<file path="src/source/l2_bus_pkg.sv">
package l2_bus_pkg;

	// Line geometry, one line is sixteen bytes
	localparam int LINE_WIDTH = 128;
	localparam int LINE_BYTES = LINE_WIDTH / 8;
	localparam int OFFSET_BITS = $clog2(LINE_BYTES);

	// Line addresses split into a set index in the low bits and a tag above it
	localparam int ADDR_BITS = 26;
	localparam int SET_BITS = 6;
	localparam int TAG_BITS = ADDR_BITS - SET_BITS;
	localparam int ID_BITS = 4;
	localparam int OP_BITS = 3;

	// Both request queues share one depth
	localparam int QUEUE_DEPTH = 8;

	// Pipeline stages ahead of this block; the queues must keep this many slots free
	localparam int REQ_LATENCY = 4;

	typedef logic [ADDR_BITS - 1:0] line_addr_t;
	typedef logic [TAG_BITS - 1:0] l2_tag_t;
	typedef logic [LINE_WIDTH - 1:0] line_t;
	typedef logic [LINE_BYTES - 1:0] byte_mask_t;
	typedef logic [ID_BITS - 1:0] req_id_t;

	typedef enum logic [OP_BITS - 1:0] {
		OP_LOAD = 3'd0,
		OP_STORE = 3'd1,
		OP_FLUSH = 3'd2,
		OP_LOAD_SYNC = 3'd3,
		OP_STORE_SYNC = 3'd4,
		OP_INVALIDATE = 3'd5
	} l2_op_e;

	// Writeback entry is {address, line}
	localparam int WB_ENTRY_WIDTH = ADDR_BITS + LINE_WIDTH;
	typedef logic [WB_ENTRY_WIDTH - 1:0] wb_entry_t;

	// Load entry is {duplicate, id, op, address, mask}
	localparam int LD_ENTRY_WIDTH = 1 + ID_BITS + OP_BITS + ADDR_BITS + LINE_BYTES;
	typedef logic [LD_ENTRY_WIDTH - 1:0] ld_entry_t;

	typedef enum logic [2:0] {
		IDLE,
		WRITE_ADDR,
		WRITE_DATA,
		READ_ADDR,
		READ_DATA,
		READ_DONE
	} bus_state_e;

endpackage

</file>
<file path="src/source/l2_queue_if.sv">
interface l2_queue_if #(
	parameter int ENTRY_WIDTH = 1
);

	// Enqueue side, driven by the classifier
	logic enqueue;
	logic [ENTRY_WIDTH - 1:0] enq_entry;
	logic almost_full;

	// Dequeue side, driven by the bus engine
	logic empty;
	logic dequeue;
	logic [ENTRY_WIDTH - 1:0] head;

	modport producer (
		output enqueue,
		output enq_entry,
		input almost_full
	);

	modport fifo (
		input enqueue,
		input enq_entry,
		input dequeue,
		output almost_full,
		output empty,
		output head
	);

	modport consumer (
		input empty,
		input head,
		output dequeue
	);

endinterface

</file>
<file path="src/source/l2_miss_classifier.sv">
module l2_miss_classifier #(
	parameter int PENDING_ENTRIES = 8
) (
	input logic clk,
	input logic reset,
	input logic rd_valid_i,
	input l2_bus_pkg::l2_op_e rd_op_i,
	input l2_bus_pkg::req_id_t rd_id_i,
	input l2_bus_pkg::line_addr_t rd_addr_i,
	input l2_bus_pkg::byte_mask_t rd_mask_i,
	input logic rd_is_fill_i,
	input logic rd_hit_i,
	input logic rd_dirty_i,
	input l2_bus_pkg::l2_tag_t rd_old_tag_i,
	input l2_bus_pkg::line_t rd_line_i,
	l2_queue_if.producer wb_q,
	l2_queue_if.producer ld_q,
	output logic input_wait_o
);
	import l2_bus_pkg::*;

	localparam int SLOT_W = (PENDING_ENTRIES > 1) ? $clog2(PENDING_ENTRIES) : 1;
	localparam int WAIT_CYCLES = REQ_LATENCY + 1;

	// Table of line addresses whose read is still outstanding
	logic [PENDING_ENTRIES - 1:0] pend_valid;
	line_addr_t pend_addr [PENDING_ENTRIES];
	logic [PENDING_ENTRIES - 1:0] match;
	logic [SLOT_W - 1:0] alloc_idx;
	logic duplicate;
	logic alloc;
	logic fill_free;
	line_addr_t wb_addr;

	// The victim lives in the same set under its old tag
	assign wb_addr = {rd_old_tag_i, rd_addr_i[SET_BITS - 1:0]};

	// Dirty lines leave the cache on a fill or on an explicit flush
	assign wb_q.enqueue = rd_valid_i && rd_dirty_i && (rd_is_fill_i || rd_op_i == OP_FLUSH);
	assign wb_q.enq_entry = {wb_addr, rd_line_i};

	// Only misses of the load and store families need a line read
	assign ld_q.enqueue = rd_valid_i && !rd_hit_i && !rd_is_fill_i
		&& (rd_op_i inside {OP_LOAD, OP_STORE, OP_LOAD_SYNC, OP_STORE_SYNC});
	assign ld_q.enq_entry = {duplicate, rd_id_i, rd_op_i, rd_addr_i, rd_mask_i};

	// Compare against every live entry and pick the lowest free slot
	always_comb
	begin
		alloc_idx = '0;
		for (int i = PENDING_ENTRIES - 1; i >= 0; i--)
		begin
			match[i] = pend_valid[i] && pend_addr[i] == rd_addr_i;
			if (!pend_valid[i])
				alloc_idx = SLOT_W'(i);
		end
	end

	assign duplicate = |match;
	assign alloc = ld_q.enqueue && !duplicate;
	assign fill_free = rd_valid_i && rd_is_fill_i;

	always_ff @(posedge clk or posedge reset)
	begin
		if (reset)
			pend_valid <= '0;
		else if (fill_free)
			pend_valid <= pend_valid & ~match;
		else if (alloc)
			pend_valid[alloc_idx] <= 1'b1;
	end

	always_ff @(posedge clk)
	begin
		if (alloc)
			pend_addr[alloc_idx] <= rd_addr_i;
	end

	// Stop presenting requests once either queue is almost full
	assign input_wait_o = wb_q.almost_full || ld_q.almost_full;

	// A new miss must always find a free slot in the table
	a_no_alloc_when_full: assert property (@(posedge clk) disable iff (reset)
		alloc |-> !(&pend_valid));

	// Once the wait has been up longer than the pipeline depth, nothing may arrive
	a_no_enq_after_wait: assert property (@(posedge clk) disable iff (reset)
		input_wait_o [*WAIT_CYCLES] |-> !(wb_q.enqueue || ld_q.enqueue));

endmodule

</file>
<file path="src/source/l2_request_fifo.sv">
module l2_request_fifo #(
	parameter int ENTRY_WIDTH = 1,
	parameter int DEPTH = 8,
	parameter int ALMOST_FULL_MARGIN = 4
) (
	input logic clk,
	input logic reset,
	l2_queue_if.fifo q
);

	localparam int PTR_W = (DEPTH > 1) ? $clog2(DEPTH) : 1;
	localparam int CNT_W = $clog2(DEPTH + 1);

	logic [ENTRY_WIDTH - 1:0] mem [DEPTH];
	logic [PTR_W - 1:0] wr_ptr;
	logic [PTR_W - 1:0] rd_ptr;
	logic [CNT_W - 1:0] count;

	always_ff @(posedge clk or posedge reset)
	begin
		if (reset)
		begin
			wr_ptr <= '0;
			rd_ptr <= '0;
			count <= '0;
		end
		else
		begin
			// Pointers wrap by hand so any depth works
			if (q.enqueue)
				wr_ptr <= (wr_ptr == PTR_W'(DEPTH - 1)) ? '0 : wr_ptr + 1'b1;
			if (q.dequeue)
				rd_ptr <= (rd_ptr == PTR_W'(DEPTH - 1)) ? '0 : rd_ptr + 1'b1;
			if (q.enqueue && !q.dequeue)
				count <= count + 1'b1;
			else if (!q.enqueue && q.dequeue)
				count <= count - 1'b1;
		end
	end

	always_ff @(posedge clk)
	begin
		if (q.enqueue)
			mem[wr_ptr] <= q.enq_entry;
	end

	assign q.head = mem[rd_ptr];
	assign q.empty = count == '0;

	// Leave room for the requests still inside the pipeline
	assign q.almost_full = count >= CNT_W'(DEPTH - ALMOST_FULL_MARGIN);

	a_no_overflow: assert property (@(posedge clk) disable iff (reset)
		q.enqueue && !q.dequeue |-> count < CNT_W'(DEPTH));

	a_no_underflow: assert property (@(posedge clk) disable iff (reset)
		q.dequeue |-> !q.empty);

endmodule

</file>
<file path="src/source/l2_bus_engine.sv">
module l2_bus_engine #(
	parameter int BEAT_WIDTH = 32
) (
	input logic clk,
	input logic reset,
	l2_queue_if.consumer wb_q,
	l2_queue_if.consumer ld_q,
	output logic ret_valid_o,
	output logic ret_duplicate_o,
	output l2_bus_pkg::req_id_t ret_id_o,
	output l2_bus_pkg::l2_op_e ret_op_o,
	output l2_bus_pkg::line_addr_t ret_addr_o,
	output l2_bus_pkg::byte_mask_t ret_mask_o,
	output l2_bus_pkg::line_t ret_line_o,
	output logic [31:0] awaddr_o,
	output logic [7:0] awlen_o,
	output logic awvalid_o,
	input logic awready_i,
	output logic [BEAT_WIDTH - 1:0] wdata_o,
	output logic wlast_o,
	output logic wvalid_o,
	input logic wready_i,
	input logic bvalid_i,
	output logic bready_o,
	output logic [31:0] araddr_o,
	output logic [7:0] arlen_o,
	output logic arvalid_o,
	input logic arready_i,
	input logic [BEAT_WIDTH - 1:0] rdata_i,
	input logic rvalid_i,
	output logic rready_o
);
	import l2_bus_pkg::*;

	localparam int BEATS = LINE_WIDTH / BEAT_WIDTH;
	localparam int BEAT_CNT_W = (BEATS > 1) ? $clog2(BEATS) : 1;

	bus_state_e state;
	bus_state_e next_state;
	logic [BEAT_CNT_W - 1:0] beat_cnt;
	logic last_beat;
	logic wait_bresp;
	logic skip_read;
	logic [BEATS - 1:0][BEAT_WIDTH - 1:0] line_buf;
	line_addr_t wb_addr;
	line_t wb_line;
	logic [OP_BITS - 1:0] ld_op_bits;

	// Split the queue heads into their fields
	assign {wb_addr, wb_line} = wb_q.head;
	assign {ret_duplicate_o, ret_id_o, ld_op_bits, ret_addr_o, ret_mask_o} = ld_q.head;
	assign ret_op_o = l2_op_e'(ld_op_bits);
	assign ret_line_o = line_buf;

	// Byte addresses of whole lines and bursts of one full line
	assign awaddr_o = 32'(wb_addr) << OFFSET_BITS;
	assign araddr_o = 32'(ret_addr_o) << OFFSET_BITS;
	assign awlen_o = 8'(BEATS - 1);
	assign arlen_o = 8'(BEATS - 1);
	assign bready_o = 1'b1;

	// Beat k of the writeback takes line bits k * BEAT_WIDTH upward
	assign wdata_o = wb_line[beat_cnt * BEAT_WIDTH +: BEAT_WIDTH];
	assign last_beat = beat_cnt == BEAT_CNT_W'(BEATS - 1);

	// A duplicate is picked up from the earlier miss, and a full store overwrites the whole line
	assign skip_read = ret_duplicate_o || (ret_op_o == OP_STORE && ret_mask_o == '1);

	always_comb
	begin
		next_state = state;
		awvalid_o = 1'b0;
		wvalid_o = 1'b0;
		wlast_o = 1'b0;
		arvalid_o = 1'b0;
		rready_o = 1'b0;
		ret_valid_o = 1'b0;
		wb_q.dequeue = 1'b0;
		ld_q.dequeue = 1'b0;
		case (state)
			IDLE:
			begin
				// Writebacks go first so a later load never sees stale memory
				if (!wb_q.empty)
				begin
					if (!wait_bresp)
						next_state = WRITE_ADDR;
				end
				else if (!ld_q.empty)
					next_state = skip_read ? READ_DONE : READ_ADDR;
			end
			WRITE_ADDR:
			begin
				awvalid_o = 1'b1;
				if (awready_i)
					next_state = WRITE_DATA;
			end
			WRITE_DATA:
			begin
				wvalid_o = 1'b1;
				wlast_o = last_beat;
				if (wready_i && last_beat)
				begin
					wb_q.dequeue = 1'b1;
					next_state = IDLE;
				end
			end
			READ_ADDR:
			begin
				arvalid_o = 1'b1;
				if (arready_i)
					next_state = READ_DATA;
			end
			READ_DATA:
			begin
				rready_o = 1'b1;
				if (rvalid_i && last_beat)
					next_state = READ_DONE;
			end
			READ_DONE:
			begin
				// Hand the request back to the arbiter with the fetched line
				ret_valid_o = 1'b1;
				ld_q.dequeue = 1'b1;
				next_state = IDLE;
			end
			default:
				next_state = IDLE;
		endcase
	end

	always_ff @(posedge clk or posedge reset)
	begin
		if (reset)
		begin
			state <= IDLE;
			beat_cnt <= '0;
			wait_bresp <= 1'b0;
		end
		else
		begin
			state <= next_state;
			if (state == WRITE_ADDR || state == READ_ADDR)
				beat_cnt <= '0;
			else if ((state == WRITE_DATA && wready_i) || (state == READ_DATA && rvalid_i))
				beat_cnt <= beat_cnt + 1'b1;

			// The response for a burst can only follow its last data beat
			if (state == WRITE_DATA && wready_i && last_beat)
				wait_bresp <= 1'b1;
			else if (bvalid_i)
				wait_bresp <= 1'b0;
		end
	end

	always_ff @(posedge clk)
	begin
		if (state == READ_DATA && rvalid_i)
			line_buf[beat_cnt] <= rdata_i;
	end

	// The memory only answers a write burst whose last beat has gone out
	a_bresp_outstanding: assert property (@(posedge clk) disable iff (reset)
		bvalid_i |-> wait_bresp);

endmodule

</file>
<file path="src/source/l2_bus_interface.sv">
module l2_bus_interface #(
	parameter int BEAT_WIDTH = 32,
	parameter int PENDING_ENTRIES = 8
) (
	input logic clk,
	input logic reset,
	input logic rd_valid_i,
	input l2_bus_pkg::l2_op_e rd_op_i,
	input l2_bus_pkg::req_id_t rd_id_i,
	input l2_bus_pkg::line_addr_t rd_addr_i,
	input l2_bus_pkg::byte_mask_t rd_mask_i,
	input logic rd_is_fill_i,
	input logic rd_hit_i,
	input logic rd_dirty_i,
	input l2_bus_pkg::l2_tag_t rd_old_tag_i,
	input l2_bus_pkg::line_t rd_line_i,
	output logic input_wait_o,
	output logic ret_valid_o,
	output logic ret_duplicate_o,
	output l2_bus_pkg::req_id_t ret_id_o,
	output l2_bus_pkg::l2_op_e ret_op_o,
	output l2_bus_pkg::line_addr_t ret_addr_o,
	output l2_bus_pkg::byte_mask_t ret_mask_o,
	output l2_bus_pkg::line_t ret_line_o,
	output logic [31:0] awaddr_o,
	output logic [7:0] awlen_o,
	output logic awvalid_o,
	input logic awready_i,
	output logic [BEAT_WIDTH - 1:0] wdata_o,
	output logic wlast_o,
	output logic wvalid_o,
	input logic wready_i,
	input logic bvalid_i,
	output logic bready_o,
	output logic [31:0] araddr_o,
	output logic [7:0] arlen_o,
	output logic arvalid_o,
	input logic arready_i,
	input logic [BEAT_WIDTH - 1:0] rdata_i,
	input logic rvalid_i,
	output logic rready_o
);
	import l2_bus_pkg::*;

	// One queue of victims to write back and one of misses to read
	l2_queue_if #(.ENTRY_WIDTH(WB_ENTRY_WIDTH)) wb_q ();
	l2_queue_if #(.ENTRY_WIDTH(LD_ENTRY_WIDTH)) ld_q ();

	l2_miss_classifier #(
		.PENDING_ENTRIES(PENDING_ENTRIES)
	) classifier (
		.clk(clk),
		.reset(reset),
		.rd_valid_i(rd_valid_i),
		.rd_op_i(rd_op_i),
		.rd_id_i(rd_id_i),
		.rd_addr_i(rd_addr_i),
		.rd_mask_i(rd_mask_i),
		.rd_is_fill_i(rd_is_fill_i),
		.rd_hit_i(rd_hit_i),
		.rd_dirty_i(rd_dirty_i),
		.rd_old_tag_i(rd_old_tag_i),
		.rd_line_i(rd_line_i),
		.wb_q(wb_q.producer),
		.ld_q(ld_q.producer),
		.input_wait_o(input_wait_o)
	);

	l2_request_fifo #(
		.ENTRY_WIDTH(WB_ENTRY_WIDTH),
		.DEPTH(QUEUE_DEPTH),
		.ALMOST_FULL_MARGIN(REQ_LATENCY)
	) writeback_queue (
		.clk(clk),
		.reset(reset),
		.q(wb_q.fifo)
	);

	l2_request_fifo #(
		.ENTRY_WIDTH(LD_ENTRY_WIDTH),
		.DEPTH(QUEUE_DEPTH),
		.ALMOST_FULL_MARGIN(REQ_LATENCY)
	) load_queue (
		.clk(clk),
		.reset(reset),
		.q(ld_q.fifo)
	);

	l2_bus_engine #(
		.BEAT_WIDTH(BEAT_WIDTH)
	) engine (
		.clk(clk),
		.reset(reset),
		.wb_q(wb_q.consumer),
		.ld_q(ld_q.consumer),
		.ret_valid_o(ret_valid_o),
		.ret_duplicate_o(ret_duplicate_o),
		.ret_id_o(ret_id_o),
		.ret_op_o(ret_op_o),
		.ret_addr_o(ret_addr_o),
		.ret_mask_o(ret_mask_o),
		.ret_line_o(ret_line_o),
		.awaddr_o(awaddr_o),
		.awlen_o(awlen_o),
		.awvalid_o(awvalid_o),
		.awready_i(awready_i),
		.wdata_o(wdata_o),
		.wlast_o(wlast_o),
		.wvalid_o(wvalid_o),
		.wready_i(wready_i),
		.bvalid_i(bvalid_i),
		.bready_o(bready_o),
		.araddr_o(araddr_o),
		.arlen_o(arlen_o),
		.arvalid_o(arvalid_o),
		.arready_i(arready_i),
		.rdata_i(rdata_i),
		.rvalid_i(rvalid_i),
		.rready_o(rready_o)
	);

endmodule

</file>
<file path="config.mk">
export PLATFORM = sky130hd
export DESIGN_NAME = l2_bus_interface
export DESIGN_NICKNAME = d
export VERILOG_FILES = /design/src/source/l2_bus_pkg.sv /design/src/source/l2_queue_if.sv /design/src/source/l2_miss_classifier.sv /design/src/source/l2_request_fifo.sv /design/src/source/l2_bus_engine.sv /design/src/source/l2_bus_interface.sv
export SDC_FILE = /design/constraint.sdc
export NUM_CORES = 2
export LEC_CHECK = 0
export ABC_AREA = 0
export BUFFER_PORTS_ARGS = -buffer_cell sky130_fd_sc_hd__buf_4
export CORE_ASPECT_RATIO = 0.5
export CORE_MARGIN = 4
export CORE_UTILIZATION = 48
export CTS_CLUSTER_SIZE = 40
export DETAILED_ROUTE_END_ITERATION = 6
export PLACE_DENSITY = 0.63
export RECOVER_POWER = 100
export SLEW_MARGIN = 25
export SYNTH_ARGS = -nofsm -noshare
export SYNTH_HDL_FRONTEND = slang
export SYNTH_SLANG_ARGS = --single-unit
</file>
<file path="constraint.sdc">
create_clock -name clk -period 22.3 [get_ports clk]
set_input_delay 3.345 -clock clk [delete_from_list [all_inputs] [get_ports clk]]
set_output_delay 3.345 -clock clk [all_outputs]
set_load 0.01 [all_outputs]
</file>
# After elaboration in Yosys (flattened, before gate mapping)
# Memories as Yosys holds them, arrays and structs flattened.
# Cells that the tools add are included.
# W data, S select, Z words.
# word_totals
ram_bits,1840
reg_bits,162
out_inout_bits,298
inputBits,240
memories,3
elab_cells,167
# op_classes
addsub,9
n_eq_ne,30
n_mux,50
order_cmp,6
shifts,1
n_reduce_logical,51
n_bitwise,3
# mem_list
name,words,word_bits,read_ports,rd_clocked_by_memory_dff,wr,line_no,source
writeback_queue.mem,8,154,1,0,1,l2_request_fifo.sv:14,logic [ENTRY_WIDTH - 1:0] mem [DEPTH];
load_queue.mem,8,50,1,0,1,l2_request_fifo.sv:14,
classifier.pend_addr,8,26,8,0,1,l2_miss_classifier.sv:27,line_addr_t pend_addr [PENDING_ENTRIES];
# op_table
cell,n
$eq A26 B26 Y1,8
$bwmux W128,1
$shiftx A128 B8 Y32,1
$demux W32 S2,1
$mux W3,20
$mux W32,1
$logic_and A1 B1 Y1,27
$eq A3 B3 Y1 const B,7
$mux W1,17
$eq A16 B16 Y1 const B,1
$mux W4,4
$mux W8,2
$pmux W3 S5,1
$add A3 B1 Y3 const B,4
$eq A3 B2 Y1 const B,4
$reduce_bool A2 Y1,5
$eq A3 B1 Y1 const B,3
$add A4 B1 Y4 const B,2
$and A8 B8 Y8,1
$ge A4 B3 Y1 const B,2
$logic_not A4 Y1,2
$not A8 Y8,1
$or A8 B8 Y8,1
$reduce_or A8 Y1,1
18 further kinds,33

# Depth between registers and ports, before layout
# depth
ltp_word,15
ltp_mapped,12

# By module
# From an unflattened synthesis, not the netlist that was laid out.
# unflattened
cells_unflattened,3739
area_unflattened_um2,80061.8
# by_module_without_submodules
module,n_inst,cells_per_inst,area_per_inst_um2
l2_request_fifo at writeback_queue,1,1845,46916.2
l2_request_fifo at load_queue,1,643,15636.2
l2_miss_classifier,1,879,11354.6
l2_bus_engine,1,372,6154.7

# Least setup slack after synthesis
# No wires, ideal clock.
# synth_timing
kind,input-to-reg
from,input rd_op_i[0]
to,"memory writeback_queue.mem[0][0] (netlist bit), enable pin"
t_arrival_ns,14.446
cell_stages,5
slack_ns,6.998
path_buffers,0
cell_sequence,nand2b_1 nor2_1 o211ai_1 or2_2 nor3_1
# synth_via
elab_chain_len,5
# synth_rtl
item,line_no,source
from (decl),l2_bus_interface.sv:8,"input l2_bus_pkg::l2_op_e rd_op_i,"
$eq A3 B2 Y1,l2_miss_classifier.sv:39,assign wb_q.enqueue = rd_valid_i && rd_dirty_i && (rd_is_fill_i || rd_op_i == OP_FLUSH);
$logic_or A1 B1 Y1,l2_miss_classifier.sv:39,
$logic_and A1 B1 Y1,l2_miss_classifier.sv:39,
$mux W1,l2_request_fifo.sv:43,if (q.enqueue)
$mux W1 (not written as such),l2_request_fifo.sv:44,mem[wr_ptr] <= q.enq_entry;
to (decl),l2_request_fifo.sv:14,
# No other way between the ends.

# Final worst setup path
# layout_timing
from,register writeback_queue.rd_ptr[0]
to,output wdata_o[0]
# layout_via
elab_chain_len,2
# layout_rtl
item,line_no,source
from (decl),l2_request_fifo.sv:16,logic [PTR_W - 1:0] rd_ptr;
from (signal assigned),l2_request_fifo.sv:33,rd_ptr <= (rd_ptr == PTR_W'(DEPTH - 1)) ? '0 : rd_ptr + 1'b1;
$mem_v2 Z8 W154,-,
$shiftx A128 B8 Y32,l2_bus_engine.sv:63,assign wdata_o = wb_line[beat_cnt * BEAT_WIDTH +: BEAT_WIDTH];
to (decl),l2_bus_interface.sv:29,"output logic [BEAT_WIDTH - 1:0] wdata_o,"
# No other way between the ends.

==> results.json <==
{
  "crit_path_end_kind": "output port",
  "p_total_mw": 8.651,
  "fp.coreArea_sq_um": 158500,
  "antenna_left": 0,
  "postCtsHoldBufs": 0,
  "violations": "max-capacitance violations, max-slew violations",
  "fin_skew_ns": 0.06966,
  "seq_area_frac_synth_pct": 77.92,
  "root_buffer": "clkbuf_16",
  "relSlewSlack_pct": -469.4,
  "place.gp.congestion": 0.7860,
  "stdcell_count": 6264,
  "crit_end": "wdata_o[0]",
  "cts.sinks": 2002,
  "p_int_mw": 6.547,
  "maxCapViolCount": 81,
  "grt_antenna_before_repair": 30,
  "worstReg2RegStart": "writeback_queue.wr_ptr[0]$_DFFE_PP0P_",
  "tns_ns": 0,
  "die_height_microns": 291.1,
  "max_freq_ghz": 0.07391,
  "ff2ff_path_depth": 4,
  "synthCells": 3436,
  "post_cts_buffers": 0,
  "stdcell_area_sq_um": 86690,
  "sw_frac_of_total_pct": 24.32,
  "seqPwrFrac_pct": 50.6,
  "synth_warnings": 0,
  "hp-start": "writeback_queue.count[3]$_DFFE_PP0P_",
  "initial_core_util_pct": 48.54,
  "reg2reg_slack_ns": 12.16,
  "ys_types": 59,
  "hold_class": "flop to flop",
  "cp.required_ns": 18.95,
  "clock_latency_ns": 0.81,
  "dp_hpwl_microns": 98830,
  "drt_iter0_markers": 2880,
  "syn2layout_area_growth_pct": 12.68,
  "synth-simple-area-share_pct": 2.397,
  "cp-startpoint": "writeback_queue.rd_ptr[0]$_DFFE_PP0P_",
  "dpl.cell_count": 5925,
  "cts_buffer_depth": 4,
  "crit_type": "flop to output port",
  "ys_ff_latch": 2002,
  "p_per_area_nw_per_um2": 99.79,
  "combPwrFrac_pct": 14.4,
  "routedWlPerCell_microns": 27.69,
  "port-buffer-count": 508,
  "drt-total-wl_microns": 173400,
  "p_clk_share_pct": 35.0,
  "grt_start_max_net_pins": 109,
  "syn_avg_cell_area_sq_um": 22.39,
  "synth_flop_cell": "edfxtp_1",
  "cts_buffers": 180,
  "cts.clk_slew.worst_paths_ns": 0.07,
  "critPathMaxFanout": 44,
  "grt_pass1_wl_microns": 255400,
  "drive_above_1_share_pct": 19.55,
  "synth_compound_area_share_pct": 0.5383,
  "post_cts_resized": 0,
  "leakagePower_nw": 26.28,
  "rsz0062_at_grt": "false",
  "die_w_microns": 574.2,
  "num_vias": 35697,
  "dpl_cell_area_sq_um": 82990,
  "final_max_slew_viol_count": 3005,
  "worst_pin_slew_ns": 8.541,
  "num_io_pins": 538,
  "p_switching_mw": 2.104,
  "critPathArrivalTime_ns": 10.19,
  "status": "finished, violations left",
  "grt_use_total_pct": 20.61,
  "r2r_end": "writeback_queue.mem[0][51]$_DFFE_PP_",
  "synth-edff-count": 1968,
  "synth_top_family_by_area": "multiplexers",
  "viasPerCell": 5.699,
  "synth_xor_area_share_pct": 2.470,
  "finalCritPeriodShare_pct": 60.67,
  "nNetsFinal": 4270,
  "min_period_ns": 13.53,
  "drc_errors": 0,
  "synthArstFlopShare_pct": 1.698,
  "setup_viol": 0,
  "die_area_sq_um": 167100,
  "hold_viol": 0,
  "synth_fa_ha_area_share_pct": 0.3448,
  "dr.pass1.iters": 5,
  "row_count": 103,
  "vdd_drop_max_mv": 0.07192,
  "overflow": 0,
  "cp-start-kind": "flop",
  "synthMuxAreaShare_pct": 14.76,
  "htree_levels": 4,
  "netlist_area_sq_um": 76940,
  "grt_pass1_vias": 37336,
  "cts_tree": "built"
}
-- cell usage after synthesis (3+ instances only) --
cell      count  area share, %
inv_1        15          0.073
ha_1         18           0.29
and2_1       10          0.081
xnor2_1     211            2.4
nand4_1      77           0.63
o21ai_0      12          0.078
mux2_2       64           0.94
edfxtp_1   1968             77
mux2i_1      25           0.33
buf_6         6          0.088
a221oi_1     10           0.11
buf_2        68           0.44
nor2_1       34           0.17
nor4_1       12          0.098
or2_2         3          0.024
and3_1        5          0.041
a21o_1        5          0.049
or4_1         3          0.029
a22o_1        6          0.068
dfrtp_1      34            1.1
mux4_2      460             13
nor3b_1       8          0.078
clkbuf_1     63           0.31
nand3_1      18           0.12
a21oi_1       3          0.020
xor2_1        6          0.068
nand2_1     148           0.72
buf_1        10          0.049
buf_4        59           0.58
nor3_1       25           0.16
a32oi_1       4          0.046
nand2b_1     11          0.089
-- final cells by class --
| type | instances | area, sq um |
|---|---|---|
| Antenna cell | 15 | 37.54 |
| Clock buffer | 223 | 4760 |
| Clock inverter | 98 | 882.1 |
| Fill cell | 12248 | 71820 |
| Inverter | 15 | 61.31 |
| Multi-Input combinational cell | 1239 | 15900 |
| Sequential cell | 2002 | 59960 |
| Tap cell | 2100 | 2628 |
| Timing Repair Buffer | 572 | 2465 |
-- through the flow --
step	util, %	worst slack (ns)	hold WS (ns)
final	54.69	8.770	0.4918
after global routing	54.68	7.235	0.5189
after CTS	55.92	12.43	0.4948
after detailed placement	52.36	13.33	0.4856
after global placement	52.33	13.36	0.4764
after floorplan	-	6.998	0.4475
-- state kept, by name, summed over array words and instances, names as in the netlist --
name,count
load_queue.mem,400
writeback_queue.mem,1232
load_queue.wr_ptr,3
engine.state,3
writeback_queue.count,4
writeback_queue.wr_ptr,3
engine.ret_line_o,128
load_queue.count,4
engine.wait_bresp,1
classifier.pend_valid,8
writeback_queue.rd_ptr,3
load_queue.rd_ptr,3
engine.beat_cnt,2
classifier.pend_addr,208
-- routing by layer --
metal / track usage, % / vias to the layer above / wire [microns]
met3: 3.682 / 254 / 9458
met5: 0 / - / 75
met2: 35.32 / 967 / 89770
met1: 27.64 / 19182 / 70180
met4: 5.069 / 10 / 3961
li1: - / 15284 / -
-- worst min path at each step --
stage	end	depth (start not counted)
after floorplan	load_queue.count[3]$_DFFE_PP0P_	1
after global placement	load_queue.count[3]$_DFFE_PP0P_	1
after detailed placement	writeback_queue.count[3]$_DFFE_PP0P_	1
after CTS	writeback_queue.count[3]$_DFFE_PP0P_	1
after global routing	load_queue.count[3]$_DFFE_PP0P_	1
final	writeback_queue.count[3]$_DFFE_PP0P_	1
-- power groups by stage --
stage          clock [mW]  sequential [mW]  combinational (mW)
6_report             3.02             4.38                1.25
3_5_place_dp            0             4.45                1.36
5_1_grt              3.27             4.39                1.35
3_3_place_gp            0             4.46                1.33
4_1_cts              3.10             4.37                1.37
2_1_floorplan           0             4.41               0.899
-- placed cells by master (no fill, tap or decap), types with 16 or more instances in the layout --
cell type / instances
nand2_1: 148
conb_1: 29
mux4_2: 460
mux2_1: 43
nand3_1: 18
nor2_1: 29
clkbuf_1: 535
mux2_2: 23
bufinv_16: 16
clkinv_2: 27
clkinv_1: 44
buf_4: 71
nor3_1: 25
mux2i_1: 25
nand4_1: 78
dfrtp_1: 30
clkbuf_16: 183
edfxtp_1: 1968
ha_1: 18
xnor2_1: 211
-- worst max-delay path: stages (launching register included) --
cell      delay [ns]
dfrtp_1         2.00
clkbuf_1        1.94
clkbuf_1        2.70
buf_4           0.99
mux4_2          0.60
mux4_2          0.48
nand2_1         0.16
nand2_1         0.20
clkbuf_1        0.19
-- kinds of logic (layout without fill, tap and decap cells) --
logic type | count (synthesis) | in the layout
other | 2 | 44
muxes | 551 | 551
xor gates and xnor gates | 217 | 217
buffers and inverters | 222 | 908
AOI/OAI and AO/OA | 54 | 54
DFF | 2002 | 2002
and+or+nand+nor | 368 | 368
adders and majority gates | 20 | 20
(Power assumes the default switching activity.)
